## src/hdl/mlsePkg.sv

```systemverilog
package mlsePkg;

    // trellis and block sizes
    localparam int NumStates = 16;
    localparam int NumStages = 4;

    localparam int SampleWidth = 18;
    localparam int MetricWidth = 18;

    localparam int StateBits = $clog2(NumStates);
    localparam int StageBits = $clog2(NumStages);

    // one setup point per state per stage.
    localparam int SetupPoints = NumStages * NumStates;
    localparam int SetupCountBits = StageBits + StateBits;

    localparam logic [MetricWidth-1:0] MetricMax = '1; // saturation limit of every sum.

    localparam int AcsLatency = 2; // metric in to updated metric out.

    typedef struct packed {
        logic signed [SampleWidth-1:0] re;
        logic signed [SampleWidth-1:0] im;
    } complexSample;

    typedef logic [StateBits-1:0] stateIndex;

    typedef logic [MetricWidth-1:0] metric;

    // Setup progress of a frame.
    typedef enum logic [1:0] {
        setupIdle,
        setupLoading,
        setupDone
    } setupState;

endpackage

```

## src/hdl/acsOp.sv

```systemverilog
`timescale 1ns/1ps

module acsOp (
    input  logic                  clk,
    input  logic                  reset,
    input  mlsePkg::complexSample refPoint,
    input  mlsePkg::complexSample sample,
    input  logic                  accMetricInEn,
    input  mlsePkg::metric        accMetricIn,
    input  logic                  streamStart,
    output logic                  accMetricOutEn,
    output mlsePkg::metric        accMetricOut,
    output mlsePkg::metric        minMetric,
    output mlsePkg::stateIndex    minState
);

    logic signed [mlsePkg::SampleWidth:0] diffRe;
    logic signed [mlsePkg::SampleWidth:0] diffIm;
    logic signed [mlsePkg::SampleWidth:0] magRe;
    logic signed [mlsePkg::SampleWidth:0] magIm;
    mlsePkg::metric absRe;
    mlsePkg::metric absIm;
    mlsePkg::metric metricDly;
    logic [mlsePkg::MetricWidth+1:0] fullSum;
    mlsePkg::metric sumSat;
    logic [mlsePkg::AcsLatency-1:0] enPipe;
    mlsePkg::stateIndex outIdx;

    always_comb begin
        diffRe = {refPoint.re[mlsePkg::SampleWidth-1], refPoint.re}
               - {sample.re[mlsePkg::SampleWidth-1], sample.re};
        diffIm = {refPoint.im[mlsePkg::SampleWidth-1], refPoint.im}
               - {sample.im[mlsePkg::SampleWidth-1], sample.im};
        magRe = diffRe[mlsePkg::SampleWidth] ? -diffRe : diffRe; // magnitude fits 18 bits.
        magIm = diffIm[mlsePkg::SampleWidth] ? -diffIm : diffIm;
        fullSum = {2'b00, absRe} + {2'b00, absIm} + {2'b00, metricDly};
        // all terms are non-negative, so one clamp equals clamping each addition.
        sumSat = (fullSum > {2'b00, mlsePkg::MetricMax}) ? mlsePkg::MetricMax
                                                          : fullSum[mlsePkg::MetricWidth-1:0];
    end

    always_ff @(posedge clk) begin
        absRe <= magRe[mlsePkg::MetricWidth-1:0];
        absIm <= magIm[mlsePkg::MetricWidth-1:0];
        metricDly <= accMetricIn;
        accMetricOut <= sumSat;
    end

    always_ff @(posedge clk) begin
        if (reset) begin
            enPipe <= '0;
        end else begin
            enPipe <= {enPipe[mlsePkg::AcsLatency-2:0], accMetricInEn};
        end
    end

    assign accMetricOutEn = enPipe[mlsePkg::AcsLatency-1];

    always_ff @(posedge clk) begin
        if (reset || streamStart) begin
            minMetric <= mlsePkg::MetricMax;
            minState <= '0; // a stream of all MetricMax keeps state 0.
            outIdx <= '0;
        end else if (enPipe[mlsePkg::AcsLatency-2]) begin
            if (sumSat < minMetric) begin
                minMetric <= sumSat;
                minState <= outIdx;
            end
            outIdx <= outIdx + 1'b1;
        end
    end

endmodule

```

## src/hdl/acsStage.sv

```systemverilog
`timescale 1ns/1ps

module acsStage (
    input  logic                  clk,
    input  logic                  clkEn,
    input  logic                  reset,
    input  logic                  startFrame,
    input  logic                  startBlock,
    input  mlsePkg::complexSample blockSample,
    input  logic                  loadEn,
    input  mlsePkg::complexSample setupPoint,
    input  mlsePkg::metric        accMetricIn,
    output logic                  metricRequest,
    output logic                  metricOutEn,
    output mlsePkg::metric        accMetricOut,
    output logic                  startNextStage
);

    mlsePkg::complexSample refTable [mlsePkg::NumStates];
    mlsePkg::stateIndex wrAddr;
    mlsePkg::stateIndex stateCnt;
    mlsePkg::complexSample stageSample;
    logic startStage;

    always_ff @(posedge clk) begin
        if (reset || (clkEn && startFrame)) begin
            wrAddr <= '0;
        end else if (loadEn) begin
            wrAddr <= wrAddr + 1'b1;
        end
    end

    always_ff @(posedge clk) begin
        if (loadEn) begin
            refTable[wrAddr] <= setupPoint;
        end
    end

    always_ff @(posedge clk) begin
        if (clkEn && startBlock) begin
            stageSample <= blockSample; // held for the whole stream.
        end
    end

    always_ff @(posedge clk) begin
        if (reset) begin
            startStage <= 1'b0;
            startNextStage <= 1'b0;
            metricRequest <= 1'b0;
            stateCnt <= '0;
        end else begin
            startStage <= clkEn && startBlock;
            // the next stage then requests AcsLatency cycles after this one.
            startNextStage <= startStage;
            if (startStage) begin
                metricRequest <= 1'b1;
                stateCnt <= '0;
            end else if (metricRequest) begin
                stateCnt <= stateCnt + 1'b1;
                if (stateCnt == mlsePkg::stateIndex'(mlsePkg::NumStates - 1)) begin
                    metricRequest <= 1'b0;
                end
            end
        end
    end

    acsOp acs (
        .clk            (clk),
        .reset          (reset),
        .refPoint       (refTable[stateCnt]),
        .sample         (stageSample),
        .accMetricInEn  (metricRequest),
        .accMetricIn    (accMetricIn),
        .streamStart    (startStage),
        .accMetricOutEn (metricOutEn),
        .accMetricOut   (accMetricOut),
        .minMetric      (),
        .minState       ()
    );

endmodule

```

## src/hdl/setupDistributor.sv

```systemverilog
`timescale 1ns/1ps

module setupDistributor (
    input  logic                           clk,
    input  logic                           clkEn,
    input  logic                           reset,
    input  logic                           startFrame,
    input  logic                           setupValid,
    input  mlsePkg::complexSample          setupPoint,
    input  logic                           startBlock,
    output logic [mlsePkg::NumStages-1:0]  loadEn,
    output logic                           setupComplete,
    output logic                           firstStageStart
);

    mlsePkg::setupState state;
    logic [mlsePkg::SetupCountBits-1:0] pointCnt;
    logic [mlsePkg::StageBits-1:0] stageSel;
    logic frameStart;
    logic pointTaken;

    assign frameStart = clkEn && startFrame;

    // points in the frame start cycle are dropped, since the stage tables rewind then.
    assign pointTaken = setupValid && !frameStart && (state != mlsePkg::setupDone);

    assign stageSel = pointCnt[mlsePkg::SetupCountBits-1:mlsePkg::StateBits];

    always_comb begin
        loadEn = '0;
        if (pointTaken) begin
            loadEn[stageSel] = 1'b1;
        end
    end

    always_ff @(posedge clk) begin
        if (reset || frameStart) begin
            state <= mlsePkg::setupIdle;
            pointCnt <= '0;
        end else if (pointTaken) begin
            pointCnt <= pointCnt + 1'b1;
            if (pointCnt == mlsePkg::SetupCountBits'(mlsePkg::SetupPoints - 1)) begin
                state <= mlsePkg::setupDone;
            end else begin
                state <= mlsePkg::setupLoading;
            end
        end
    end

    assign setupComplete = (state == mlsePkg::setupDone);

    // blocks before the tables are full never reach the chain.
    assign firstStageStart = clkEn && startBlock && setupComplete;

endmodule

```

## src/hdl/metricDecision.sv

```systemverilog
`timescale 1ns/1ps

module metricDecision (
    input  logic               clk,
    input  logic               reset,
    input  logic               startFrame,
    input  logic               metricRequest,
    input  logic               metricOutEn,
    input  mlsePkg::metric     accMetricIn,
    output mlsePkg::metric     metricSupply,
    output logic               decisionValid,
    output mlsePkg::stateIndex bestState,
    output mlsePkg::metric     bestMetric
);

    mlsePkg::metric store [mlsePkg::NumStates];
    mlsePkg::stateIndex reqIdx;
    mlsePkg::stateIndex wrIdx;
    mlsePkg::metric runMin;
    mlsePkg::stateIndex runState;
    mlsePkg::metric candMin;
    mlsePkg::stateIndex candState;
    logic lastState;
    logic fresh;

    assign lastState = (wrIdx == mlsePkg::stateIndex'(mlsePkg::NumStates - 1));

    always_comb begin
        candMin = runMin;
        candState = runState;
        // strict compare keeps the lowest index on ties.
        if ((wrIdx == '0) || (accMetricIn < runMin)) begin
            candMin = accMetricIn;
            candState = wrIdx;
        end
    end

    // entry k is read by stage 0 before the last stage overwrites it.
    assign metricSupply = fresh ? '0 : store[reqIdx] - bestMetric;

    always_ff @(posedge clk) begin
        if (metricOutEn) begin
            store[wrIdx] <= accMetricIn;
            runMin <= candMin;
            runState <= candState;
            if (lastState) begin
                bestMetric <= candMin;
                bestState <= candState;
            end
        end
    end

    always_ff @(posedge clk) begin
        if (reset) begin
            reqIdx <= '0;
            wrIdx <= '0;
            fresh <= 1'b1;
            decisionValid <= 1'b0;
        end else begin
            decisionValid <= 1'b0;
            if (startFrame) begin
                reqIdx <= '0;
                wrIdx <= '0;
                fresh <= 1'b1; // a new frame starts from zero metrics.
            end else begin
                if (metricRequest) begin
                    reqIdx <= reqIdx + 1'b1;
                end
                if (metricOutEn) begin
                    wrIdx <= wrIdx + 1'b1;
                    if (lastState) begin
                        decisionValid <= 1'b1;
                        fresh <= 1'b0;
                    end
                end
            end
        end
    end

endmodule

```

## src/hdl/mlseDetector.sv

```systemverilog
`timescale 1ns/1ps

module mlseDetector (
    input  logic                                          clk,
    input  logic                                          clkEn,
    input  logic                                          reset,
    input  logic                                          startFrame,
    input  logic                                          setupValid,
    input  mlsePkg::complexSample                         setupPoint,
    input  logic                                          startBlock,
    input  mlsePkg::complexSample [mlsePkg::NumStages-1:0] blockSamples,
    output logic                                          setupComplete,
    output logic                                          decisionValid,
    output mlsePkg::stateIndex                            bestState,
    output mlsePkg::metric                                bestMetric
);

    logic [mlsePkg::NumStages-1:0] loadEn;
    logic [mlsePkg::NumStages:0] stageStart;
    logic [mlsePkg::NumStages-1:0] metricRequest;
    logic [mlsePkg::NumStages-1:0] metricOutEn;
    mlsePkg::metric stageMetric [mlsePkg::NumStages+1]; // entry 0 is the decision unit supply.
    logic frameStart;

    assign frameStart = clkEn && startFrame;

    setupDistributor distributor (
        .clk             (clk),
        .clkEn           (clkEn),
        .reset           (reset),
        .startFrame      (startFrame),
        .setupValid      (setupValid),
        .setupPoint      (setupPoint),
        .startBlock      (startBlock),
        .loadEn          (loadEn),
        .setupComplete   (setupComplete),
        .firstStageStart (stageStart[0])
    );

    for (genvar s = 0; s < mlsePkg::NumStages; s++) begin : genStage
        acsStage stage (
            .clk            (clk),
            .clkEn          (clkEn),
            .reset          (reset),
            .startFrame     (startFrame),
            .startBlock     (stageStart[s]),
            .blockSample    (blockSamples[s]),
            .loadEn         (loadEn[s]),
            .setupPoint     (setupPoint),
            .accMetricIn    (stageMetric[s]),
            .metricRequest  (metricRequest[s]),
            .metricOutEn    (metricOutEn[s]),
            .accMetricOut   (stageMetric[s+1]),
            .startNextStage (stageStart[s+1])
        );
    end

    metricDecision decision (
        .clk           (clk),
        .reset         (reset),
        .startFrame    (frameStart),
        .metricRequest (metricRequest[0]),
        .metricOutEn   (metricOutEn[mlsePkg::NumStages-1]),
        .accMetricIn   (stageMetric[mlsePkg::NumStages]),
        .metricSupply  (stageMetric[0]),
        .decisionValid (decisionValid),
        .bestState     (bestState),
        .bestMetric    (bestMetric)
    );

endmodule

```

## config.mk

```make
export PLATFORM = sky130hd
export DESIGN_NAME = mlseDetector
export DESIGN_NICKNAME = d
export VERILOG_FILES = /design/src/hdl/mlsePkg.sv /design/src/hdl/acsOp.sv /design/src/hdl/acsStage.sv /design/src/hdl/setupDistributor.sv /design/src/hdl/metricDecision.sv /design/src/hdl/mlseDetector.sv
export SDC_FILE = /design/constraint.sdc
export NUM_CORES = 2
export LEC_CHECK = 0
export BUFFER_PORTS_ARGS = -buffer_cell sky130_fd_sc_hd__buf_2
export CAP_MARGIN = 20
export CORE_MARGIN = 2
export CORE_UTILIZATION = 35
export CTS_BUF_LIST = sky130_fd_sc_hd__clkbuf_4
export DETAILED_ROUTE_END_ITERATION = 10
export HOLD_SLACK_MARGIN = 0.12
export PLACE_DENSITY = 0.53
export SLEW_MARGIN = 40
export SYNTH_ARGS = -nofsm -noshare
export SYNTH_HDL_FRONTEND = slang
export SYNTH_SLANG_ARGS = --single-unit
```

## constraint.sdc

```tcl
create_clock -name clk -period 11 [get_ports clk]
set_input_delay 1.1 -clock clk [delete_from_list [all_inputs] [get_ports clk]]
set_output_delay 1.1 -clock clk [all_outputs]
set_load 0.03 [all_outputs]
```

==> flow_metrics.env <==
export IMPL_critPathBufInv=3
export IMPL_detailedPlace_worstSlack_ns=4.611
export IMPL_grt_pass1_vias=72450
export IMPL_max_clock_path_buffers=4
export IMPL_p_leak_uw=0.05002
export IMPL_fin_util_pct=41.24
export IMPL_synth_fp_nets=7277
export IMPL_hpwl_um=202200
export IMPL_fin_crit_sh_pct=58.17
export IMPL_finalHoldViolations=0
export IMPL_async_flop_share_pct=0
export IMPL_worst_path_max_delay_cell="buf_4"
export IMPL_synth_cell_type_count=95
export IMPL_multi_input_area_um2=35870
export IMPL_drc=0
export IMPL_gp_congestion=0.8239
export IMPL_synth_flop_cell="edfxtp_1"
export IMPL_die_area_um2=370900
export IMPL_path_common_cell="o21a_1"
export IMPL_die_y_um=609.0
export IMPL_cts_sinks=3151
export IMPL_crit_type="register to register"
export IMPL_grt_overflow=0
export IMPL_num_vias=69100
export IMPL_seq_area_um2=90960
export IMPL_drtAntennaViolNets=0
export IMPL_cts_tree="yes"
export IMPL_wl_per_cell_um=25.88
export IMPL_drv_slew=0
export IMPL_via_per_inst=5.126
export IMPL_rsz0062_at_grt="false"
export IMPL_crit_path_end_kind="register"
export IMPL_worstSkewPairLatency_ns=1.58
export IMPL_finalNetCount=8562
export IMPL_setup_slack_ns=4.601
export IMPL_drive_above_1_share_pct=31.10
export IMPL_period_minus_slack_ns=6.399
export IMPL_nFillCells=32890
export IMPL_fp_dieW_um=609.0
export IMPL_cts_hold_buf=310
export IMPL_grt_pass1_wl_um=499400
export IMPL_post_cts_resized=0
export IMPL_synth_cells=6726
export IMPL_yosysWarnings=0
export IMPL_cp_cell_sequence="buf_12, buf_4, buf_4, mux4_2, mux4_2, ha_1, o21a_1, o31ai_1, a21boi_0, or4_1, a221oi_1, nand3_1, nor2_1, and4_1, o21bai_1, o21a_1, o21a_1"
export IMPL_clock_root_buffer="clkbuf_4"
export IMPL_rows=222
export IMPL_powerDensity_nw_per_um2=172.0
export IMPL_yosys_area_top_type="edfxtp_1"
export IMPL_clkTransAtPathRegs_ns=0.06
export IMPL_yosys_register_bits=3151
export IMPL_peakVddDrop_uv=109.4
export IMPL_syn_area_um2=128100
export IMPL_grt_max_degree=112
export IMPL_grt_antenna_before_repair=26
export IMPL_drt_iter0_markers=5927
export IMPL_fin_skew_ns=0.1252
export IMPL_path_max_fanout=37
export IMPL_start_util_pct=35.10
export IMPL_required_ns=12.41
export IMPL_synth_area_per_cell_um2=19.05
export IMPL_worst_path_largest_cell_delay_ns=0.71
export IMPL_yosysTopAreaCellShare_pct=65.15
export IMPL_routed_wl_um=348900
export IMPL_drv_cap=0
export IMPL_tns_ns=0
export IMPL_io_pins=210
export IMPL_postCtsSetupBuffers=0
export IMPL_tightest_slew_ns=0.9401
export IMPL_ctsHtreeMaxLevel=6
export IMPL_cpLargestDelayFamily="buffers and inverters"
export IMPL_port_buffers=209
export IMPL_synth_enable_flop_cells=2780
export IMPL_hold_worst_slack_ns=0.2518
export IMPL_syn2layout_area_growth_pct=17.48
export IMPL_synth_common_cells="2780 x edfxtp_1, 810 x mux4_2, 371 x dfxtp_1"
export IMPL_holdCritPathClass="register to register"
export IMPL_ys_top_cells_by_area="edfxtp_1 65%, mux4_2 14%, dfxtp_1 5.8%"
export IMPL_setup_viol=0
export IMPL_outcome="finished clean"
export IMPL_cts_made_buffers=816
export IMPL_slew_headroom_pct=37.10
export IMPL_grt_util_all_layers_pct=18.58
export IMPL_fin_total_pwr_uw=25890
export IMPL_synth_most_common_cell="edfxtp_1"
export IMPL_fmax_mhz=156.3
export IMPL_firstDrtPassIters=5
export IMPL_core_um2=365000
export IMPL_critPathArrivalTime_ns=7.81
export IMPL_start_kind="register"
export IMPL_synth_seq_area_share_pct=70.95
through the flow:
step,cells,area [µm²]
2_1_floorplan,6726,128100
3_3_place_gp,11670,136100
3_5_place_dp,11690,136400
4_1_cts,13460,150100
5_1_grt,13470,150500
6_report,13480,150500
power by group:
group          total (µW)  leakage, µW  internal, µW  switching, µW
clock               10200      0.00631          5340           4830
sequential          13600       0.0280         13300            242
combinational        2150       0.0157           885           1270
total               25900       0.0500         19600           6340
layout make-up:
cell class | count | area share, %
antenna | 11 | 0.01829
clock buffer | 1230 | 6.134
clock inverter | 232 | 0.9110
inverter | 279 | 0.6957
multi-input combinational | 3064 | 23.83
sequential | 3151 | 60.43
tap | 4816 | 4.003
timing repair buffer | 699 | 3.982
worst register-to-register path: stages (launching register included):
cell and delay [ns]:
dfxtp_4 0.48, buf_12 0.26, buf_4 0.61, buf_4 0.73, mux4_2 0.62, mux4_2 0.47, ha_1 0.34, o21a_1 0.13
o31ai_1 0.12, a21boi_0 0.25, or4_1 0.57, a221oi_1 0.53, nand3_1 0.25, nor2_1 0.26, and4_1 0.26, o21bai_1 0.09
o21a_1 0.11, o21a_1 0.16
layout by cell type (no fill, tap or decap), types with 15 or more instances in the layout:
| master | instances |
|---|---|
| nor3_2 | 15 |
| buf_4 | 124 |
| nor2_1 | 205 |
| or2_2 | 22 |
| mux2i_1 | 16 |
| o21bai_1 | 22 |
| ha_1 | 280 |
| dlygate4sd3_1 | 310 |
| nor2b_1 | 60 |
| clkinv_1 | 148 |
| nand4_1 | 21 |
| nand2_1 | 207 |
| o31ai_1 | 31 |
| and3_1 | 17 |
| mux2_2 | 21 |
| nand2b_1 | 63 |
| nor3_1 | 71 |
| xnor2_1 | 191 |
| buf_6 | 27 |
| fa_1 | 85 |
| a211oi_1 | 21 |
| buf_2 | 209 |
| or3_1 | 24 |
| a31oi_1 | 33 |
| o31a_1 | 16 |
| nand3_1 | 49 |
| xor2_1 | 121 |
| dfxtp_1 | 353 |
| o21a_1 | 50 |
| inv_1 | 278 |
| a21oi_1 | 143 |
| edfxtp_1 | 2780 |
| o21ai_0 | 126 |
| mux4_2 | 810 |
| clkinv_2 | 28 |
| nor2_4 | 51 |
| buf_12 | 20 |
| clkbuf_4 | 1230 |
| a21o_1 | 55 |
layer usage:
metal | global-route usage, % | vias up | routed length, µm
li1 | - | 30110 | -
met1 | 24.46 | 36230 | 146900
met2 | 31.63 | 2258 | 173300
met3 | 2.917 | 492 | 19650
met4 | 5.646 | 10 | 8963
met5 | 0 | - | 57
kinds of logic after synthesis:
kind of cell             Yosys count  share of synthesized area, %
adder cells (fa/ha/maj)          365                         4.062
flip-flops                      3151                         70.95
XOR/XNOR                         313                         2.145
buffers and inverters            511                         1.499
multiplexers                     848                         14.56
AND/OR/NAND/NOR                  908                         3.514
AO/OA/AOI/OAI                    630                         3.273
flip-flops by register name (all words and copies together), names as in the netlist, 6 cells and up, named ones only:
signal / flops
decision.bestMetric: 18
decision.runMin: 18
decision.store: 288
distributor.pointCnt: 6
genStage.stage.acs.absIm: 72
genStage.stage.acs.absRe: 72
genStage.stage.acs.accMetricOut: 72
genStage.stage.acs.metricDly: 72
genStage.stage.refTable: 2304
genStage.stage.stageSample: 144
genStage.stage.stateCnt: 16
genStage.stage.wrAddr: 16
worst paths after layout:
check                                                            start                                  end  slack [ns]  cells after the start
worst max register to register                                register      genStage[0].stage.acs.absIm[17]        4.60                     17
worst min register to register  genStage[1].stage.acs.accMetricOut[12]  genStage[2].stage.acs.metricDly[12]        0.25                      0
worst min-delay path            genStage[1].stage.acs.accMetricOut[12]  genStage[2].stage.acs.metricDly[12]        0.25                      0
worst max-delay path                                          register      genStage[0].stage.acs.absIm[17]        4.60                     17
No activity file was read; power rests on OpenSTA's default activity.
